--- src/poly_buf_defs.svh ---
// width and count macros for the coefficient buffer
`ifndef POLY_BUF_DEFS_SVH
`define POLY_BUF_DEFS_SVH

//////////////////////////////
// coefficient geometry
//////////////////////////////
`define COEF_W      256     // bits per coefficient
`define N_COEF      1024    // coefficients per polynomial

//////////////////////////////
// bank organisation
//////////////////////////////
`define N_BANKS     8       // banks per set
`define BANK_DEPTH  128     // rows per bank
`define N_SETS      2       // ping-pong bank sets

//////////////////////////////
// index fields
//////////////////////////////
`define IDX_W       10      // full coefficient index
`define BANK_W      3       // upper index bits, bank number
`define ROW_W       7       // lower index bits, row in bank

`endif

--- src/poly_buf_pkg.sv ---
// coefficient, index, bank and command types plus the transfer state enum
`include "poly_buf_defs.svh"

package poly_buf_pkg;

    //////////////////////////////
    // data and address types
    //////////////////////////////
    typedef logic [`COEF_W-1:0] coef_t;     // one coefficient word
    typedef logic [`IDX_W-1:0]  coef_idx_t; // 0..1023
    typedef logic [`BANK_W-1:0] bank_sel_t; // bank inside a set
    typedef logic [`ROW_W-1:0]  bank_row_t; // row inside a bank
    typedef logic               set_sel_t;  // ping-pong set number

    //////////////////////////////
    // control types
    //////////////////////////////
    typedef enum logic [1:0] {
        IDLE  = 2'd0,
        LOAD  = 2'd1,  // streaming in from the source
        STORE = 2'd2   // streaming out to the sink
    } xfer_state_e;

    // command from the FSM to the banks
    typedef struct packed {
        logic     we;       // write the input word
        logic     re;       // read a word out
        set_sel_t set_sel;  // target bank set
    } bank_cmd_t;

endpackage

--- src/coef_counter.sv ---
// coefficient index counter with last-index flag
`include "poly_buf_defs.svh"

module coef_counter (
    input  logic                    clk,
    input  logic                    rst_n,
    input  logic                    clear_i,  // restart at index 0
    input  logic                    run_i,    // advance one per cycle
    output poly_buf_pkg::coef_idx_t idx_o,
    output logic                    last_o
);

    poly_buf_pkg::coef_idx_t idx_q;

    //////////////////////////////
    // index register
    //////////////////////////////
    always_ff @(posedge clk or negedge rst_n) begin
        if (!rst_n) begin
            idx_q <= '0;
        end else if (clear_i) begin
            idx_q <= '0;                                   // new transfer
        end else if (run_i) begin
            idx_q <= idx_q + poly_buf_pkg::coef_idx_t'(1); // wraps after 1023
        end
    end

    assign idx_o = idx_q;

    // final coefficient of the polynomial
    assign last_o = (idx_q == poly_buf_pkg::coef_idx_t'(`N_COEF - 1));

endmodule

--- config.mk ---
export PLATFORM = sky130hd
export DESIGN_NAME = coef_counter
export DESIGN_NICKNAME = d
export VERILOG_FILES = /design/src/poly_buf_pkg.sv /design/src/coef_counter.sv
export VERILOG_INCLUDE_DIRS = /design/src /design/src/src
export SDC_FILE = /design/constraint.sdc
export NUM_CORES = 1
export LEC_CHECK = 0
export BUFFER_PORTS_ARGS = -buffer_cell sky130_fd_sc_hd__buf_2
export CAP_MARGIN = 20
export CORE_AREA = 2 2 39 41
export DETAILED_ROUTE_END_ITERATION = 8
export DIE_AREA = 0 0 41 43
export PLACE_DENSITY = 0.69
export SYNTH_ARGS = -nofsm -noshare
export SYNTH_HDL_FRONTEND = slang
export SYNTH_SLANG_ARGS = --single-unit
--- constraint.sdc ---
create_clock -name clk -period 1.35 [get_ports clk]
set_clock_uncertainty 0.05 [all_clocks]
set_input_delay 0.27 -clock clk [delete_from_list [all_inputs] [get_ports clk]]
set_output_delay 0.27 -clock clk [all_outputs]
set_load 0.01 [all_outputs]
==> impl_metrics.json, run 1 <==
{
  "status": "finished, violations left",
  "violations": "setup timing",
  "cts_tree": "done",
  "cts.sinks": 10,
  "antenna_found_initial": 0,
  "cp-start-kind": "register",
  "overflow": 0,
  "p_int_uw": 448,
  "synthMuxAreaShare_pct": 1.99,
  "path_clk_slew_ns": 0.07,
  "fin_area_um2": 764,
  "numCtsBuffers": 3,
  "place_congestion": 0.658,
  "layout.cells.most_common_list": "buf_2, buf_4",
  "synth_area_leaders": "dfrtp_1, o2111ai_4, xor2_1",
  "synth_compound_area_share_pct": 16.1,
  "grt_usage_pct": 16.8,
  "finalCriticalPeriod_ns": 1.43,
  "max-vdd-ir-drop_v": 0.000475,
  "die_h_um": 43,
  "synth_simple_gate_area_share_pct": 20.3,
  "finalPower_uw": 591,
  "maxCapViolCount": 0,
  "grt_max_degree": 11,
  "setup_viol": 3,
  "avgSynthCellArea_um2": 10.3,
  "hold_violations": 0,
  "worstPathMaxFanout": 5,
  "synthXorXnorAreaFrac_pct": 6.95,
  "grt_pass1_vias": 461,
  "h-tree-depth": 1,
  "synthAdderAreaFrac_pct": 2.48,
  "synth_top_family_by_area": "simple AND/OR/NAND/NOR gates",
  "fp-row-count": 14,
  "max_freq_mhz": 698,
  "placed_cell_area_um2": 671,
  "mostFrequentLayoutCell": "buf_2",
  "fillers": 122,
  "ys_async_sr_fraction_pct": 100,
  "antenna_left": 0,
  "fin_crit_sh_pct": 106,
  "areaGrowthSynthToFinish_pct": 51.6,
  "powerDensity_mw_per_mm2": 773,
  "rsz0062_at_grt": "true",
  "dpl.hpwl_um": 867,
  "power.switching_uw": 143,
  "nets": 86,
  "slew-limit-headroom_pct": 83.2,
  "crit_path_end_kind": "output pin",
  "insertion_delay_ns": 0.26,
  "clkPwrFrac_pct": 34.0,
  "die_x_um": 41,
  "hold_path_class": "in2async",
  "drc": 0,
  "synth_area_um2": 504,
  "vias_per_cell": 5.14,
  "synth_seq_cells": 10,
  "yosysSeqAreaShare_pct": 49.6,
  "synthCells": 49,
  "cp.required_ns": 1.03,
  "ys_types": 20,
  "grt_pass1_wl_um": 1960,
  "synth_top_area_share_pct": 49.6,
  "whs_ns": 0.340,
  "seqPwrFrac_pct": 53.3,
  "vias": 488,
  "worst_slack_ns": -0.0829,
  "cts_root_buf": "clkbuf_4",
  "wirelength_um": 1290,
  "crit_type": "reg2out",
  "synth-edff-count": 0,
  "maxSlewViolCount": 0,
  "worst_slew_pin_slew_ns": 0.252,
  "ys.flop_type": "dfrtp_1",
  "final_util_pct": 55.2,
  "largest_reg_flops": 10,
  "comb_power_share_pct": 12.8,
  "drive_gt1_share_pct": 51.9,
  "switching_share_pct": 24.2,
  "pin_count": 15,
  "synth_top_area_cell": "dfrtp_1",
  "synthesis.nets": 54,
  "drtIter0Drc": 1,
  "yosys_warnings": 0,
  "start_util_pct": 36.4,
  "p_leak_uw": 0.000357,
  "port_buffers": 14,
  "wire_per_inst_um": 13.6,
  "drt_pass1_iterations": 2,
  "dieArea_mm2": 0.00176,
  "num_antenna_cells": 0,
  "core_mm2": 0.00138,
  "clockBufferDepth": 2,
  "arrival_ns": 1.11
}
worst max-delay path, cell delays in order, from the launching register on:
cell and delay, ns:
dfrtp_1 0.39, nand4_4 0.14, nor3_2 0.18, buf_2 0.14
logic make-up after synthesis:
| family | count (synthesis) |
|---|---|
| AO/OA/AOI/OAI | 11 |
| flip-flops | 10 |
| multiplexers | 1 |
| XOR/XNOR | 4 |
| AND/OR/NAND/NOR | 19 |
| adder cells (fa/ha/maj) | 1 |
| buffers and inverters | 3 |
metrics by stage:
stage	setup TNS [ns]	std cells	setup slack, ns
4_1_cts	-0.215	93	-0.106
3_5_place_dp	-0.0206	86	-0.0206
2_1_floorplan	-0.00951	49	-0.00951
5_1_grt	-0.493	95	-0.205
6_report	-0.155	95	-0.0829
3_3_place_gp	-0.00175	86	-0.00175
cells in the mapped netlist, types with 2 or more instances:
library cell  instances
a21oi_1               5
dfrtp_1              10
nand2_1               3
nand3_1               3
nor2_1                5
o21ai_0               3
o31ai_1               2
or3_1                 3
or4_1                 2
xor2_1                3
power by group through the flow:
stage | sequential [uW] | clock (uW) | combinational (uW)
after global placement | 324 | 0 | 57.6
after global routing | 316 | 224 | 84.1
after CTS | 314 | 204 | 74.9
after detailed placement | 324 | 0 | 59.1
final | 315 | 201 | 75.5
after floorplan | 328 | 0 | 23.0
layout make-up:
type | instances | area, um2 | share of cell area, %
flip-flops and latches | 10 | 256 | 33.6
repair buffers | 29 | 189 | 24.7
multi-input cells | 36 | 273 | 35.7
inverters | 1 | 3.75 | 0.491
clock buffers | 3 | 22.5 | 2.95
well taps | 16 | 20.0 | 2.62
final timing paths:
| check | slack [ns] | startpoint | end | cells after the start |
|---|---|---|---|---|
| max | -0.08 | idx_o[6] | last_o | 3 |
| min | 0.34 | rst_n | idx_o[8] | 2 |
| max reg2reg | -0.01 | idx_o[0] | idx_o[9] | 4 |
| min reg2reg | 0.54 | idx_o[8] | idx_o[8] | 2 |
| max in group asynchronous | 0.70 | rst_n | idx_o[1] | 2 |
| min in group clk | 0.34 | clear_i | idx_o[8] | 3 |
layer usage:
metal  part of all wire (%)  track usage (%)  vias to the layer above
li1                       -                -                      243
met1                     42             20.2                      232
met2                     54             25.3                       11
met3                    3.5             4.71                        2
met4                   0.93             10.0                        0
met5                      0                0                        -
what timing repair did:
item	4_1_cts	5_1_grt
hold buffers	1	0
gates resized for setup	2	3
pin swaps	1	1
setup buffers	3	2
setup endpoints to repair	2	8
endpoints found under the hold margin	10	0
Power figures use the tool's default switching activity.
==> run 2, diff against run 1 <==
- CORE_AREA: 2 2 39 41 -> default
- CORE_UTILIZATION: default -> 30
- DIE_AREA: 0 0 41 43 -> default
- PLACE_DENSITY: 0.69 -> 0.58
==> run 2 against run 1 <==
The run still ends with setup timing left. Register-to-register slack got worse by 0.04 ns. Non-clock buffer count increased by 5. Critical path depth rose by 1. Clock-buffer cell count increased by 1. Fmax is 3.2% lower. Global-route usage decreased by 2.0 points. Final area increased by 10%. Die area is 4.9% higher.
==> impl_metrics.json, run 2 (synthesis gave the netlist of run 1 again) <==
{
  "status": "finished, violations left",
  "violations": "setup timing",
  "regArea_um2": 256,
  "multi_input_area_um2": 284,
  "cts_tree": "done",
  "hold_violations": 0,
  "fp-row-count": 14,
  "fillers": 147,
  "crit_type": "reg2out",
  "start_util_pct": 32.7,
  "path_clk_slew_ns": 0.07,
  "cp-endpoint": "last_o",
  "wirelength_um": 1270,
  "rsz0062_at_grt": "true",
  "antenna_found_initial": 0,
  "slew-limit-headroom_pct": 81.6,
  "drtIter0Drc": 5,
  "p_leak_uw": 0.000393,
  "reg2regPathDepth": 4,
  "worst_slew_pin_slew_ns": 0.273,
  "setup_viol": 6,
  "grt_usage_pct": 14.9,
  "num_antenna_cells": 0,
  "grt_pass1_wl_um": 1910,
  "cts_root_buf": "clkbuf_4",
  "h-tree-depth": 1,
  "crit_path_end_kind": "output pin",
  "pin_count": 15,
  "insertion_delay_ns": 0.27,
  "stdcell_count": 101,
  "areaGrowthSynthToFinish_pct": 67.2,
  "cp.required_ns": 1.03,
  "maxSlewViolCount": 0,
  "dpl.hpwl_um": 838,
  "worstPathMaxFanout": 2,
  "numCtsBuffers": 3,
  "core_mm2": 0.00154,
  "clockBufferDepth": 2,
  "maxCapViolCount": 0,
  "drt_pass1_iterations": 3,
  "mostFrequentLayoutCell": "buf_4",
  "drc": 0,
  "dieArea_mm2": 0.00185,
  "finalCriticalPeriod_ns": 1.48,
  "cts.sinks": 10,
  "grt_max_degree": 11,
  "powerDensity_mw_per_mm2": 796,
  "port_buffers": 14,
  "tns_ns": -0.309,
  "fin_crit_sh_pct": 110,
  "worstSetupStartpoint": "idx_o[1]",
  "place_congestion": 0.722,
  "r2r_slack_ns": -0.05,
  "cp-start-kind": "register",
  "max_freq_mhz": 675,
  "largest_reg_flops": 10,
  "post-place-cells": 87,
  "vias": 496,
  "wire_per_inst_um": 12.6,
  "reg2reg_from": "idx_o[0]",
  "nets": 91,
  "die_h_um": 43.0,
  "die_x_um": 43.0,
  "overflow": 0,
  "layout.cells.most_common_list": "buf_4, buf_2, nor2_1, dfrtp_2, dfrtp_1",
  "vias_per_cell": 4.91,
  "max-vdd-ir-drop_v": 0.000516,
  "r2r-end": "idx_o[9]",
  "worst_slack_ns": -0.131,
  "whs_ns": 0.308,
  "arrival_ns": 1.16,
  "hold_path_class": "in2reg",
  "antenna_left": 0,
  "drive_gt1_share_pct": 56.5,
  "grt_pass1_vias": 414
}
run 2: timing repair:
action / in CTS / in global routing
pin swaps: 5 / 0
setup buffers: 5 / 4
gates resized for setup: 8 / 2
setup endpoints to repair: 3 / 8
hold buffers: 1 / 0
hold endpoints to repair: 10 / 0
run 2: where the power goes:
part	leakage [uW]	total, uW	switching (uW)	internal, uW
sequential	0.000130	313	6.35	307
clock	0.0000210	277	113	164
combinational	0.000242	81.1	40.7	40.5
run 2: layer usage:
layer,vias up,GRT usage (%),routed length (um),part of all wire (%)
met5,-,0,0,0
met4,0,6.67,6,0.47
met3,2,8.51,79,6.2
met2,14,23.0,617,49
met1,228,16.4,567,45
li1,252,-,-,-
run 2: stage by stage:
stage	total power [uW]	instance area [um2]	utilization, %	setup slack, ns
6_report	672	843	54.7	-0.131
3_3_place_gp	381	678	44.0	0.0117
5_1_grt	709	843	54.7	-0.185
3_5_place_dp	382	678	44.0	-0.00804
4_1_cts	682	803	52.1	-0.135
2_1_floorplan	351	522	-	-0.00951
run 2: worst min path at each step:
stage / cells past startpoint / to / from / slack, ns
3_5_place_dp: 1 / idx_o[5] / rst_n / 0.1
5_1_grt: 3 / idx_o[8] / clear_i / 0.30
4_1_cts: 3 / idx_o[8] / clear_i / 0.31
6_report: 3 / idx_o[8] / clear_i / 0.31
3_3_place_gp: 1 / idx_o[5] / rst_n / 0.1
2_1_floorplan: 0 / idx_o[0] / rst_n / -0.08
run 2: area by class of cell:
type / count / share of cell area [%]
Timing Repair Buffer: 34 / 28.8
Tap cell: 16 / 2.37
Multi-Input combinational cell: 36 / 33.7
Sequential cell: 10 / 30.4
Inverter: 1 / 0.445
Clock buffer: 4 / 4.30
run 2: worst max-delay path, cell delays in order, from the launching register on:
cell and delay [ns]:
dfrtp_2 0.38, ha_4 0.14, nand3_2 0.05, nor3_1 0.15, buf_2 0.16
==> run 3, diff against run 2 <==
- PLACE_DENSITY: 0.58 -> default
- PLACE_DENSITY_LB_ADDON: default -> 0.2
==> run 3 against run 2 <==
The run still ends with setup timing left. Non-clock buffer count decreased by 2. Highest routed layer unchanged. Critical endpoint unchanged. Wire length decreased by 0.94%. First-iteration DRC count increased by 80%. Fmax increased by 0.32%. Combinational power decreased by 7.0%. Clock power decreased by 22%.
==> impl_metrics.json, run 3 (synthesis gave the netlist of run 1 again) <==
{
  "insertion_delay_ns": 0.26,
  "hp-start": "run_i",
  "grt_pass1_vias": 457,
  "use_met2_pct": 23.0,
  "grt_usage_pct": 15.6,
  "powerDensity_mw_per_mm2": 756,
  "hold_violations": 0,
  "violations": "setup timing",
  "max-vdd-ir-drop_v": 0.000493,
  "drive_gt1_share_pct": 56.6,
  "dieArea_mm2": 0.00185,
  "reg2reg_from": "idx_o[1]",
  "core_mm2": 0.00154,
  "wirelength_um": 1260,
  "cts.sinks": 10,
  "largest_reg_flops": 10,
  "max_freq_mhz": 677,
  "wire_per_inst_um": 12.7,
  "die_x_um": 43.0,
  "vias": 501,
  "cp.required_ns": 1.03,
  "grt_max_degree": 11,
  "layout.cells.most_common_list": "buf_4, buf_2, nor2_1, dfrtp_2, dfrtp_1",
  "finalCriticalPeriod_ns": 1.48,
  "start_util_pct": 32.7,
  "min_to": "idx_o[0]",
  "cts_tree": "done",
  "whs_ns": 0.297,
  "worst_slew_pin_slew_ns": 0.248,
  "setup_viol": 5,
  "numCtsBuffers": 3,
  "port_buffers": 14,
  "place_congestion": 0.768,
  "clockBufferDepth": 2,
  "p_leak_uw": 0.000373,
  "maxSlewViolCount": 0,
  "top_usage_layer": "met2",
  "dpl.hpwl_um": 882,
  "pin_count": 15,
  "cp-start-kind": "register",
  "cts_root_buf": "clkbuf_4",
  "slew-limit-headroom_pct": 83.3,
  "maxCapViolCount": 0,
  "slowest_stage": "dfrtp_2",
  "status": "finished, violations left",
  "whs_path_depth": 3,
  "die_h_um": 43.0,
  "nets": 89,
  "reg2regPathDepth": 4,
  "slowest_delay_ns": 0.39,
  "fin_crit_sh_pct": 109,
  "areaGrowthSynthToFinish_pct": 59.1,
  "fp-row-count": 14,
  "drtIter0Drc": 9,
  "antenna_left": 0,
  "r2r-end": "idx_o[9]",
  "worstPathMaxFanout": 3,
  "r2r_slack_ns": -0.10,
  "met3_usage_pct": 2.55,
  "crit_type": "reg2out",
  "num_antenna_cells": 0,
  "grt_pass1_wl_um": 2070,
  "fillers": 145,
  "vias_per_cell": 5.06,
  "worst_slack_ns": -0.126,
  "path_clk_slew_ns": 0.07,
  "mostFrequentLayoutCell": "buf_4",
  "use_met1_pct": 20.6,
  "path_cells": "ha_4, nand3_2, nor3_2, buf_2",
  "drt_pass1_iterations": 4,
  "rsz0062_at_grt": "true",
  "crit_path_end_kind": "output pin",
  "antenna_found_initial": 0,
  "h-tree-depth": 1,
  "overflow": 0,
  "hold_path_class": "in2reg",
  "finalPower_uw": 607,
  "arrival_ns": 1.16,
  "drc": 0
}
-- run 3: worst max-delay path by stage --
| stage | from | endpoint | slack (ns) | cells after the start |
|---|---|---|---|---|
| global route | idx_o[0] | last_o | -0.20 | 4 |
| CTS | idx_o[6] | last_o | -0.11 | 3 |
| floorplan | idx_o[0] | idx_o[8] | -0.01 | 4 |
| detailed placement | idx_o[1] | idx_o[8] | -0.0006 | 4 |
| global placement | idx_o[0] | idx_o[8] | 0.02 | 4 |
| finish | idx_o[0] | last_o | -0.13 | 4 |
-- run 3: cell type report --
class / instances / area, um2 / area share, %
clock buffers: 4 / 26.3 / 3.28
well taps: 16 / 20.0 / 2.50
multi-input cells: 36 / 284 / 35.4
flip-flops and latches: 10 / 256 / 32.0
repair buffers: 32 / 211 / 26.4
inverters: 1 / 3.75 / 0.468
-- run 3: metal layers --
metal,routed length (um),vias up
met5,0,-
met4,12,0
met3,46,2
met2,603,12
met1,595,240
li1,-,247
-- run 3: timing repair --
action	4_1_cts	5_1_grt
endpoints found under the setup margin	2	7
pin swaps	1	3
resized for setup	3	5
endpoints found under the hold margin	10	0
setup buffers	2	3
hold buffers	1	0
-- run 3: critical path, delay by kind of cell, from the launching register on --
family,cells,cell delay (ns)
adder cells (fa/ha/maj),1,0.15
flip-flops,1,0.39
AND/OR/NAND/NOR,2,0.20
buffers and inverters,1,0.15
-- run 3: where the power goes --
part           internal, uW  switching (uW)
Combinational          36.8            38.6
Clock                   114             103
Sequential              307            7.24
Total                   458             149
-- run 3: through the flow --
stage | cell area (um2) | util [%] | std cells | TNS (ns) | setup WS (ns)
6_report | 802 | 52.0 | 99 | -0.408 | -0.126
3_3_place_gp | 693 | 45.0 | 89 | 0 | 0.0237
4_1_cts | 763 | 49.5 | 96 | -0.220 | -0.112
3_5_place_dp | 693 | 45.0 | 89 | -0.000560 | -0.000560
2_1_floorplan | 522 | - | 49 | -0.00951 | -0.00951
5_1_grt | 802 | 52.0 | 99 | -0.845 | -0.202
