`config.mk`:
```
export PLATFORM = sky130hd
export DESIGN_NAME = xfer_fsm
export DESIGN_NICKNAME = d
export VERILOG_FILES = /design/src/poly_buf_pkg.sv /design/src/xfer_fsm.sv
export VERILOG_INCLUDE_DIRS = /design/src /design/src/src
export SDC_FILE = /design/constraint.sdc
export NUM_CORES = 1
export LEC_CHECK = 0
export BUFFER_PORTS_ARGS = -buffer_cell sky130_fd_sc_hd__buf_2
export CAP_MARGIN = 40
export CORE_AREA = 5 5 42 44
export CTS_CLUSTER_SIZE = 16
export DETAILED_ROUTE_END_ITERATION = 10
export DIE_AREA = 0 0 47 49
export GPL_ROUTABILITY_DRIVEN = 0
export SLEW_MARGIN = 20
export SYNTH_ARGS = -nofsm -noshare
export SYNTH_HDL_FRONTEND = slang
export SYNTH_SLANG_ARGS = --single-unit
```
`constraint.sdc`:
```
create_clock -name clk -period 1.3 [get_ports clk]
set_input_delay 0.195 -clock clk [delete_from_list [all_inputs] [get_ports clk]]
set_output_delay 0.195 -clock clk [all_outputs]
set_load 0.05 [all_outputs]
```
`src/poly_buf_defs.svh`:
```
// width and count macros for the coefficient buffer
`ifndef POLY_BUF_DEFS_SVH
`define POLY_BUF_DEFS_SVH

//////////////////////////////
// coefficient geometry
//////////////////////////////
`define COEF_W      256     // bits per coefficient
`define N_COEF      1024    // coefficients per polynomial

//////////////////////////////
// bank organisation
//////////////////////////////
`define N_BANKS     8       // banks per set
`define BANK_DEPTH  128     // rows per bank
`define N_SETS      2       // ping-pong bank sets

//////////////////////////////
// index fields
//////////////////////////////
`define IDX_W       10      // full coefficient index
`define BANK_W      3       // upper index bits, bank number
`define ROW_W       7       // lower index bits, row in bank

`endif

```
`src/poly_buf_pkg.sv`:
```
// coefficient, index, bank and command types plus the transfer state enum
`include "poly_buf_defs.svh"

package poly_buf_pkg;

    //////////////////////////////
    // data and address types
    //////////////////////////////
    typedef logic [`COEF_W-1:0] coef_t;     // one coefficient word
    typedef logic [`IDX_W-1:0]  coef_idx_t; // 0..1023
    typedef logic [`BANK_W-1:0] bank_sel_t; // bank inside a set
    typedef logic [`ROW_W-1:0]  bank_row_t; // row inside a bank
    typedef logic               set_sel_t;  // ping-pong set number

    //////////////////////////////
    // control types
    //////////////////////////////
    typedef enum logic [1:0] {
        IDLE  = 2'd0,
        LOAD  = 2'd1,  // streaming in from the source
        STORE = 2'd2   // streaming out to the sink
    } xfer_state_e;

    // command from the FSM to the banks
    typedef struct packed {
        logic     we;       // write the input word
        logic     re;       // read a word out
        set_sel_t set_sel;  // target bank set
    } bank_cmd_t;

endpackage

```
`src/xfer_fsm.sv`:
```
// transfer FSM with ping-pong set flags and done pulses
module xfer_fsm (
    input  logic                    clk,
    input  logic                    rst_n,
    input  logic                    load_i,      // load request pulse
    input  logic                    stor_i,      // store request pulse
    input  logic                    cnt_last_i,  // counter at index 1023
    output logic                    cnt_clear_o,
    output logic                    cnt_run_o,
    output poly_buf_pkg::bank_cmd_t cmd_o,
    output logic                    load_done_o,
    output logic                    stor_done_o
);

    poly_buf_pkg::xfer_state_e state_q;
    poly_buf_pkg::xfer_state_e state_d;
    logic                      load_acc;
    logic                      stor_acc;
    poly_buf_pkg::set_sel_t    load_flag_q;
    poly_buf_pkg::set_sel_t    stor_flag_q;

    //////////////////////////////
    // request acceptance
    //////////////////////////////
    // requests only count in IDLE, load has priority
    assign load_acc = (state_q == poly_buf_pkg::IDLE) && load_i;
    assign stor_acc = (state_q == poly_buf_pkg::IDLE) && stor_i && !load_i;

    always_comb begin
        state_d = state_q;
        case (state_q)
            poly_buf_pkg::IDLE: begin
                if (load_acc) begin
                    state_d = poly_buf_pkg::LOAD;
                end else if (stor_acc) begin
                    state_d = poly_buf_pkg::STORE;
                end
            end
            poly_buf_pkg::LOAD,
            poly_buf_pkg::STORE: begin
                if (cnt_last_i) begin
                    state_d = poly_buf_pkg::IDLE;  // last coefficient moved
                end
            end
            default: state_d = poly_buf_pkg::IDLE;
        endcase
    end

    always_ff @(posedge clk or negedge rst_n) begin
        if (!rst_n) begin
            state_q <= poly_buf_pkg::IDLE;
        end else begin
            state_q <= state_d;
        end
    end

    //////////////////////////////
    // ping-pong flags
    //////////////////////////////
    always_ff @(posedge clk or negedge rst_n) begin
        if (!rst_n) begin
            load_flag_q <= 1'b0;
            stor_flag_q <= 1'b0;
        end else begin
            if (load_acc) load_flag_q <= ~load_flag_q;  // first load fills set 1
            if (stor_acc) stor_flag_q <= ~stor_flag_q;
        end
    end

    //////////////////////////////
    // counter and bank command
    //////////////////////////////
    assign cnt_clear_o = load_acc || stor_acc;
    assign cnt_run_o   = (state_q != poly_buf_pkg::IDLE);

    assign cmd_o.we      = (state_q == poly_buf_pkg::LOAD);
    assign cmd_o.re      = (state_q == poly_buf_pkg::STORE);
    assign cmd_o.set_sel = cmd_o.we ? load_flag_q : stor_flag_q;

    // done pulses, one cycle after the final index
    always_ff @(posedge clk or negedge rst_n) begin
        if (!rst_n) begin
            load_done_o <= 1'b0;
            stor_done_o <= 1'b0;
        end else begin
            load_done_o <= (state_q == poly_buf_pkg::LOAD) && cnt_last_i;
            stor_done_o <= (state_q == poly_buf_pkg::STORE) && cnt_last_i; // with last word
        end
    end

endmodule
```
==> impl_results.md, run 1 <==
* CTS Buf Count at 3
* Commonest non-fill, non-tap cell in the layout: buf_4
* Max stage delay on crit path at 0.39 ns
* Core outline area at 1401 µm²
* Die H at 49 µm
* Fin. Hold Viols at 0
* Vias in the first global route at 357
* Crit Path Category: reg2out
* Register area at 150.1 µm²
* Top cell type's share of synthesized area at 41.96%
* H-tree Lvls at 1
* Synth Instances at 32
* Met3 Wirelength at 79 µm
* Routed via count at 338
* Synth unique cells at 18
* Root Buffer: clkbuf_4
* Die X-Extent at 47 µm
* Final Worst Setup Slack at -0.3078 ns
* Synth Area per Inst at 11.18 µm²
* # rows at 14
* Starting density of the core at 25.54%
* Clk slew on worst S/H paths at 0.05 ns
* Fillers at 129
* Util after Layout at 54.55%
* RSZ-0062 raised after global routing: true
* Dpl ws at -0.1163 ns
* Worst Path Max Fanout at 4
* Drt wl/cell at 11.71 µm
* Worst R2R Setup Slack at -0.08 ns
* Outcome: finished, violations left
* Diode count at 0
* Max IR drop VDD at 1312 µV
* Worst path slowest cell: dfrtp_1
* Setup violations, final at 8
* Remaining DRCs at 0
* Initial antenna violation count at 0
* Sequential fraction of the synthesis area at 41.96%
* Fin crit share at 123.7%
* Pleak at 0.3649 nW
* WP data arrival at 1.41 ns
* Synthesis-to-layout area growth at 113.6%
* Synth Register Bits at 6
* Worst clock skew at 0.003336 ns
* CP cell instances: inv_2, buf_6, ha_4, mux2_4, buf_8
* Crit. End Element: output pin
* Max_cap viols at 0
* Fin cells at 80
* Post-Syn Area at 357.8 µm²
* Synth area leader: dfrtp_1
* Post-route minimum period at 1.608 ns
* Clock tree sinks at 6
* Dpl hpwl at 655.7 µm
* Fmax achieved at 622.0 MHz
* Total GRT Usage at 9.386%
* Failing checks: negative setup slack
* Hold path cells at 2
* Largest net degree at the start of global routing at 7
* Max-slew violation count at 0
* Share of cells above drive strength 1 at 75.00%
* Routed met1 length at 337 µm
* Input/output buffers at 11
* Met2 wire len at 520 µm
* First-pass GRT wire length at 1.497 mm
* Crit path launch type: register
* Clk_lat worst skew at 0.24 ns
* Clock Tree Buf Depth at 2
* Commonest non-fill, non-tap cells in the layout: 11 x buf_4, 6 x buf_2, 6 x dfrtp_1, 6 x buf_6, 5 x buf_8
* Post-route ant nets at 0
* Via density at 4.225
* I/O pins at 12
* Final Net Count at 75
* Relative slew margins at 83.51%
* Synth warn at 0
* Worst Path Required at 1.11 ns
* DR top layer: met3
* Power Density at 2840 nW/µm²
* Number of placed cells counting well taps at 69
* Worst-Margin Slew at 0.2491 ns
* Die area at 2303 µm²
* Total wire length at 937 µm
* CTS tree: yes
* Hold Crit Class: in2reg
* Drt first pass iters at 1
* Top cells by area in the synthesized netlist: dfrtp_1 42%, ha_1 14%, xnor2_2 4.5%
* Post-synthesis net count at 41
* DRT iter0 DRCs at 0
* R2R depth at 8
* Grt ovf at 0
* Area of the multi-input gates at 290.3 µm²
-- layout make-up --
type / instances / share of cell area, %
repair buffers: 29 / 34.70
well taps: 16 / 2.619
flip-flops and latches: 6 / 19.64
multi-input cells: 23 / 37.97
clock buffers: 3 / 2.946
inverters: 3 / 2.128
-- timing repair --
item | in CTS | in global routing
hold buffers | 1 | 0
hold endpoints to repair | 6 | 0
gates resized for setup | 22 | 9
pin swaps | 3 | 1
setup endpoints to repair | 8 | 8
setup buffers | 2 | 6
-- state kept, by name (all words and copies together), names as in the netlist --
signal       cells
state_q          2
load_done_o      1
load_flag_q      1
stor_done_o      1
stor_flag_q      1
-- per-layer routing --
layer / track usage, % / vias up
met5: 0 / -
li1: - / 170
met2: 14.48 / 10
met3: 5.166 / 0
met4: 5.530 / 0
met1: 9.513 / 158
-- final timing paths --
check / to / from
worst max-delay path: cmd_o[0] / state_q[1]
worst min-delay path: stor_done_o / cnt_last_i
worst max register to register: state_q[0] / state_q[1]
worst min register to register: load_flag_q / load_flag_q
max in group asynchronous: stor_flag_q / rst_n
min in group asynchronous: load_done_o / rst_n
-- cells by family (layout without fill, tap and decap cells) --
logic type      Yosys count  count (layout)  share of synthesized area, %
mux                       1               1                         3.147
simple gates             11              11                         21.68
flops                     6               6                         41.96
xor+xnor                  2               2                         6.995
fa+ha+maj                 4               4                         13.99
buf+inv                   3              35                         3.147
compound gates            5               5                         9.093
-- cell usage after synthesis --
cell type and count:
dfrtp_1 6, ha_1 4, nand2_1 4, and2_1 2, inv_1 2, o21ai_1 2, a211oi_1 1, a2bb2oi_1 1
inv_2 1, mux2_2 1, nand2b_4 1, nor2b_1 1, nor2b_4 1, nor3b_1 1, o22ai_1 1, or2_4 1
xnor2_1 1, xnor2_2 1
-- power by group --
| group | internal, mW | total [mW] | switching, mW |
|---|---|---|---|
| logic | 0.891 | 1.69 | 0.798 |
| registers | 0.261 | 0.310 | 0.0486 |
| clock network | 0.105 | 0.173 | 0.0684 |
-- worst max-delay path, delay by kind of cell (launching register included) --
| family | cells | cell delay (ns) |
|---|---|---|
| fa+ha+maj | 1 | 0.12 |
| buf+inv | 3 | 0.37 |
| flops | 1 | 0.39 |
| mux | 1 | 0.30 |
-- per-stage QoR --
step	setup TNS (ns)	total power, mW	hold WS (ns)	area, µm²
floorplan	-0.05200	1.154	-0.1006	407.9
global placement	-0.1885	1.469	0.02491	558.0
detailed placement	-0.2475	1.484	0.02935	558.0
CTS	-0.9946	1.947	0.2213	685.7
global route	-1.585	2.294	0.2445	764.5
finish	-1.121	2.171	0.2339	764.5
Note: power is estimated with default switching activity, not from simulation.
==> run 2: changes to the inputs <==
Settings changed: CELL_PAD_IN_SITES_DETAIL_PLACEMENT set to 1, CELL_PAD_IN_SITES_GLOBAL_PLACEMENT set to 1, PLACE_DENSITY_LB_ADDON set to 0.1.
==> run 2 against run 1 <==
The flow still finishes with violations (negative setup slack). Fmax fell by 0.80%. Worst hold slack gained 0.0086 ns. Clock skew fell by 0.0012 ns. Combinational power increased by 5%.
==> impl_results.md, run 2 (synthesis results as in run 1) <==
* Net Sw Power at 960.1 µW
* Hold endpoint: load_done_o
* I/O pins at 12
* RSZ-0062 raised after global routing: true
* Final Net Count at 75
* Crit Path Category: reg2out
* Internal Power at 1.292 mW
* Worst Path Required at 1.11 ns
* Placed cell area at 550.5 µm²
* Final instance area at 779.5 µm²
* R2R depth at 7
* Setup TNS at -1.024 ns
* Diode count at 0
* Post-route minimum period at 1.621 ns
* Total wire length at 1.190 mm
* Root Buffer: clkbuf_4
* Die H at 49 µm
* Commonest non-fill, non-tap cells in the layout: 10 x buf_4, 7 x buf_6, 6 x buf_2, 6 x dfrtp_1
* Crit. End Element: output pin
* Crit path launch type: register
* Vias in the first global route at 406
* Max IR drop VDD at 1198 µV
* Clock power frac at 7.5%
* CTS tree: yes
* Clk slew on worst S/H paths at 0.04 ns
* Input/output buffers at 11
* Max_cap viols at 0
* Final Worst Setup Slack at -0.3207 ns
* Die X-Extent at 47 µm
* Failing checks: negative setup slack
* First-pass GRT wire length at 1.628 mm
* Worst clock skew at 0.002125 ns
* Cell family with most CP delay: flip-flops
* Fin crit share at 124.7%
* CP cell instances: inv_2, buf_6, ha_4, mux2_4, buf_8
* Largest net degree at the start of global routing at 7
* Max stage delay on crit path at 0.38 ns
* Total GRT Usage at 10.38%
* Max-slew violation count at 0
* Power Density at 2890 nW/µm²
* DRT iter0 DRCs at 2
* # rows at 14
* Die area at 2303 µm²
* Grt ovf at 0
* Worst path slowest cell: dfrtp_1
* Min-delay src: cnt_last_i
* Initial antenna violation count at 0
* Via density at 4.513
* Routed via count at 361
* Hold Crit Class: in2reg
* Gate power share at 78.6%
* Relative slew margins at 83.32%
* Reg-to-Reg Start: state_q[1]
* H-tree Lvls at 1
* Clock Tree Buf Depth at 2
* Number of placed cells counting well taps at 68
* Fmax achieved at 617.0 MHz
* Reg power frac at 13.9%
* WP data arrival at 1.43 ns
* Synthesis-to-layout area growth at 117.8%
* Core outline area at 1401 µm²
* Drt wl/cell at 14.88 µm
* Worst-Margin Slew at 0.2519 ns
* Hold path cells at 2
* Worst R2R Setup Slack at -0.01 ns
* Starting density of the core at 25.54%
* Setup violations, final at 7
* Drt first pass iters at 4
* Worst Path Max Fanout at 4
* Worst r2r dst: state_q[0]
* Pleak at 0.3678 nW
* Clk_lat worst skew at 0.24 ns
* Most flop-heavy register: state_q
* Post-route ant nets at 0
* Hold_ws at 0.2425 ns
* Clock tree sinks at 6
* Commonest non-fill, non-tap cell in the layout: buf_4
* Remaining DRCs at 0
* WP buf/inv at 3
* Max reg flops at 2
* Switching part of the total power at 42.63%
* Outcome: finished, violations left
* Fin. Hold Viols at 0
* CTS Buf Count at 3
* Fin cells at 80
* Worst setup path start: state_q[1]
* Share of cells above drive strength 1 at 76.56%
## run 2: cell counts in the layout (fill, tap and decap cells not counted)
Identical to the previous run, type by type.
## run 2: area by class of cell
| type | count | area [µm²] |
|---|---|---|
| well taps | 16 | 20.02 |
| multi-input cells | 23 | 296.5 |
| repair buffers | 29 | 274.0 |
| flip-flops and latches | 6 | 150.1 |
| clock buffers | 3 | 22.52 |
| fillers | 157 | 621.8 |
| inverters | 3 | 16.27 |
## run 2: worst max path at each step
stage / end / slack [ns] / cells after the start
CTS: cmd_o[0] / -0.33 / 5
detailed placement: cnt_clear_o / -0.15 / 6
floorplan: cmd_o[0] / -0.03 / 3
finish: cmd_o[0] / -0.32 / 5
global route: cmd_o[0] / -0.38 / 5
global placement: cnt_clear_o / -0.12 / 6
## run 2: power by group through the flow
stage,clock network (mW),registers (mW),logic [mW]
after CTS,0.179,0.314,1.37
after global routing,0.202,0.320,1.87
after detailed placement,0,0.317,1.16
after global placement,0,0.311,1.13
after floorplan,0,0.364,0.790
final,0.169,0.312,1.77
## run 2: through the flow
| stage | worst slack (ns) | utilization [%] | total power [mW] |
|---|---|---|---|
| 6_report | -0.3207 | 55.63 | 2.252 |
| 5_1_grt | -0.3799 | 55.63 | 2.392 |
| 4_1_cts | -0.3254 | 46.34 | 1.867 |
| 3_5_place_dp | -0.1462 | 39.29 | 1.478 |
| 3_3_place_gp | -0.1190 | 39.29 | 1.444 |
| 2_1_floorplan | -0.02775 | - | 1.154 |
## run 2: what timing repair did
item,4_1_cts,5_1_grt
buffers inserted,1,9
hold endpoints to repair,6,0
hold buffers,1,0
setup endpoints to repair,8,8
gates resized for setup,18,16
pin swaps,0,1
## run 2: per-layer routing
layer | global-route usage (%) | vias to the layer above | wire (µm)
met2 | 16.97 | 18 | 673
li1 | - | 171 | -
met5 | 0 | - | 0
met3 | 1.476 | 8 | 58
met4 | 11.52 | 0 | 91
met1 | 9.534 | 164 | 367
==> run 3: changes to the inputs <==
Settings changed: REMOVE_ABC_BUFFERS set to 1.
==> run 3 against run 2 <==
The flow still finishes with violations (negative setup slack). Critical path depth fell by 1. Clock power fell by 3%. Register-to-register slack got worse by 0.19 ns. Die area did not move. Utilization fell by 5.1 points. First-iteration DRC count rose by 50%. Sequential share of layout area rose by 1.9 points. Highest routed layer unchanged.
==> impl_results.md, run 3 (synthesis results as in run 1) <==
* Post-route ant nets at 0
* Commonest non-fill, non-tap cells in the layout: 9 x buf_4, 6 x buf_2, 6 x dfrtp_1
* Clk_lat worst skew at 0.24 ns
* CTS Buf Count at 3
* Instance count on the critical path at 4
* Max-slew violation count at 0
* Gate power share at 76.3%
* Clk slew on worst S/H paths at 0.05 ns
* Crit. End Element: output pin
* Share of cells above drive strength 1 at 72.13%
* Outcome: finished, violations left
* WP data arrival at 1.37 ns
* Diode count at 0
* Die H at 49 µm
* Starting density of the core at 25.54%
* Placed cell area at 500.5 µm²
* Failing checks: negative setup slack
* Post-route minimum period at 1.562 ns
* Crit Path Category: reg2out
* Input/output buffers at 11
* Core outline area at 1401 µm²
* Largest net degree at the start of global routing at 7
* Worst-Margin Slew at 0.2494 ns
* Fin crit share at 120.2%
* Worst path slowest cell: dfrtp_1
* Dpl hpwl at 790.9 µm
* Worst clock skew at 0.004960 ns
* Clock tree sinks at 6
* I/O pins at 12
* Max reg flops at 2
* Remaining DRCs at 0
* Worst Path Required at 1.11 ns
* Drt first pass iters at 2
* # rows at 14
* Vias in the first global route at 389
* Cell family with most CP delay: flip-flops
* Internal Power at 1.145 mW
* CP cell instances: buf_6, ha_4, mux2_4, buf_8
* Via density at 4.338
* Max IR drop VDD at 1116 µV
* Synthesis-to-layout area growth at 97.90%
* Setup violations, final at 6
* Reg-to-Reg Start: state_q[1]
* CTS tree: yes
* Dpl ws at -0.1800 ns
* WP buf/inv at 2
* Drt wl/cell at 12.82 µm
* Worst Path Max Fanout at 2
* Hold Crit Class: in2reg
* Pleak at 0.3381 nW
* Max_cap viols at 0
* Crit path launch type: register
* Power Density at 2829 nW/µm²
* Max stage delay on crit path at 0.40 ns
* Grt ovf at 0
* Initial antenna violation count at 0
* Reg power frac at 15.5%
* Setup TNS at -0.9776 ns
* Root Buffer: clkbuf_4
* Clock power frac at 8.2%
* Final Net Count at 72
* RSZ-0062 raised after global routing: true
* Worst setup path start: state_q[0]
* Total GRT Usage at 10.39%
* Fin. Hold Viols at 0
* Relative slew margins at 83.49%
* Most flop-heavy register: state_q
* H-tree Lvls at 1
* Final instance area at 708.2 µm²
* R2R depth at 8
* Switching part of the total power at 42.88%
* Clock Tree Buf Depth at 2
* Die area at 2303 µm²
* Net Sw Power at 859.1 µW
* Die X-Extent at 47 µm
* DRT iter0 DRCs at 3
* Hold path cells at 2
* Fmax achieved at 640.1 MHz
* Min-delay src: cnt_last_i
* Routed via count at 334
* Final Worst Setup Slack at -0.2622 ns
* Total wire length at 987 µm
* Commonest non-fill, non-tap cell in the layout: buf_4
* First-pass GRT wire length at 1.683 mm
[run 3: changes by cell type in the layout (fill, tap and decap cells not counted), sizes merged]
cell	previous run	this run
buf	28	25
[run 3: final timing paths]
kind,end,slack [ns]
max in group asynchronous,state_q[0],0.82
worst min-delay path,stor_done_o,0.24
worst max register to register,stor_flag_q,-0.20
min in group asynchronous,state_q[1],0.33
worst min register to register,load_flag_q,0.48
worst max-delay path,cmd_o[0],-0.26
[run 3: cell type report]
cell class              count  area [µm²]
multi-input cells          23       265.3
fillers                   158       693.2
flip-flops and latches      6       150.1
inverters                   3       11.26
clock buffers               3       22.52
well taps                  16       20.02
repair buffers             26       239.0
[run 3: metrics by stage]
| step | std cells | total power [mW] | utilization [%] | hold WS (ns) |
|---|---|---|---|---|
| final | 77 | 2.004 | 50.54 | 0.2396 |
| after global routing | 77 | 2.157 | 50.54 | 0.2350 |
| after CTS | 76 | 1.971 | 48.84 | 0.2305 |
| after detailed placement | 68 | 1.347 | 35.71 | 0.02622 |
| after global placement | 68 | 1.305 | 35.71 | 0.02545 |
| after floorplan | 32 | 1.004 | - | -0.1006 |
[run 3: routing by layer]
metal  track usage (%)  part of all wire (%)  vias to the layer above
met3             1.107                   4.2                        4
li1                  -                     -                      164
met5                 0                     0                        -
met1             10.89                    37                      154
met4             5.530                   3.4                        0
met2             18.78                    55                       12
[run 3: power groups by stage]
stage          Sequential [mW]  Combinational, mW  Clock (mW)
2_1_floorplan            0.353              0.651           0
3_3_place_gp             0.304               1.00           0
3_5_place_dp             0.307               1.04           0
4_1_cts                  0.312               1.48       0.175
5_1_grt                  0.321               1.65       0.187
6_report                 0.311               1.53       0.164
[run 3: repair_timing]
item | CTS | global route
pin swaps | 4 | 4
endpoints found under the setup margin | 8 | 8
buffers inserted | 4 | 5
hold buffers | 1 | 0
gates resized for setup | 31 | 6
hold endpoints to repair | 6 | 0
[run 3: worst reg2reg max path, cell delays in order, from the launching register on]
cell and delay (ns):
dfrtp_1 0.38, inv_2 0.11, ha_4 0.16, inv_2 0.04
or2_4 0.23, buf_4 0.13, buf_6 0.10, buf_4 0.12
xnor2_2 0.11
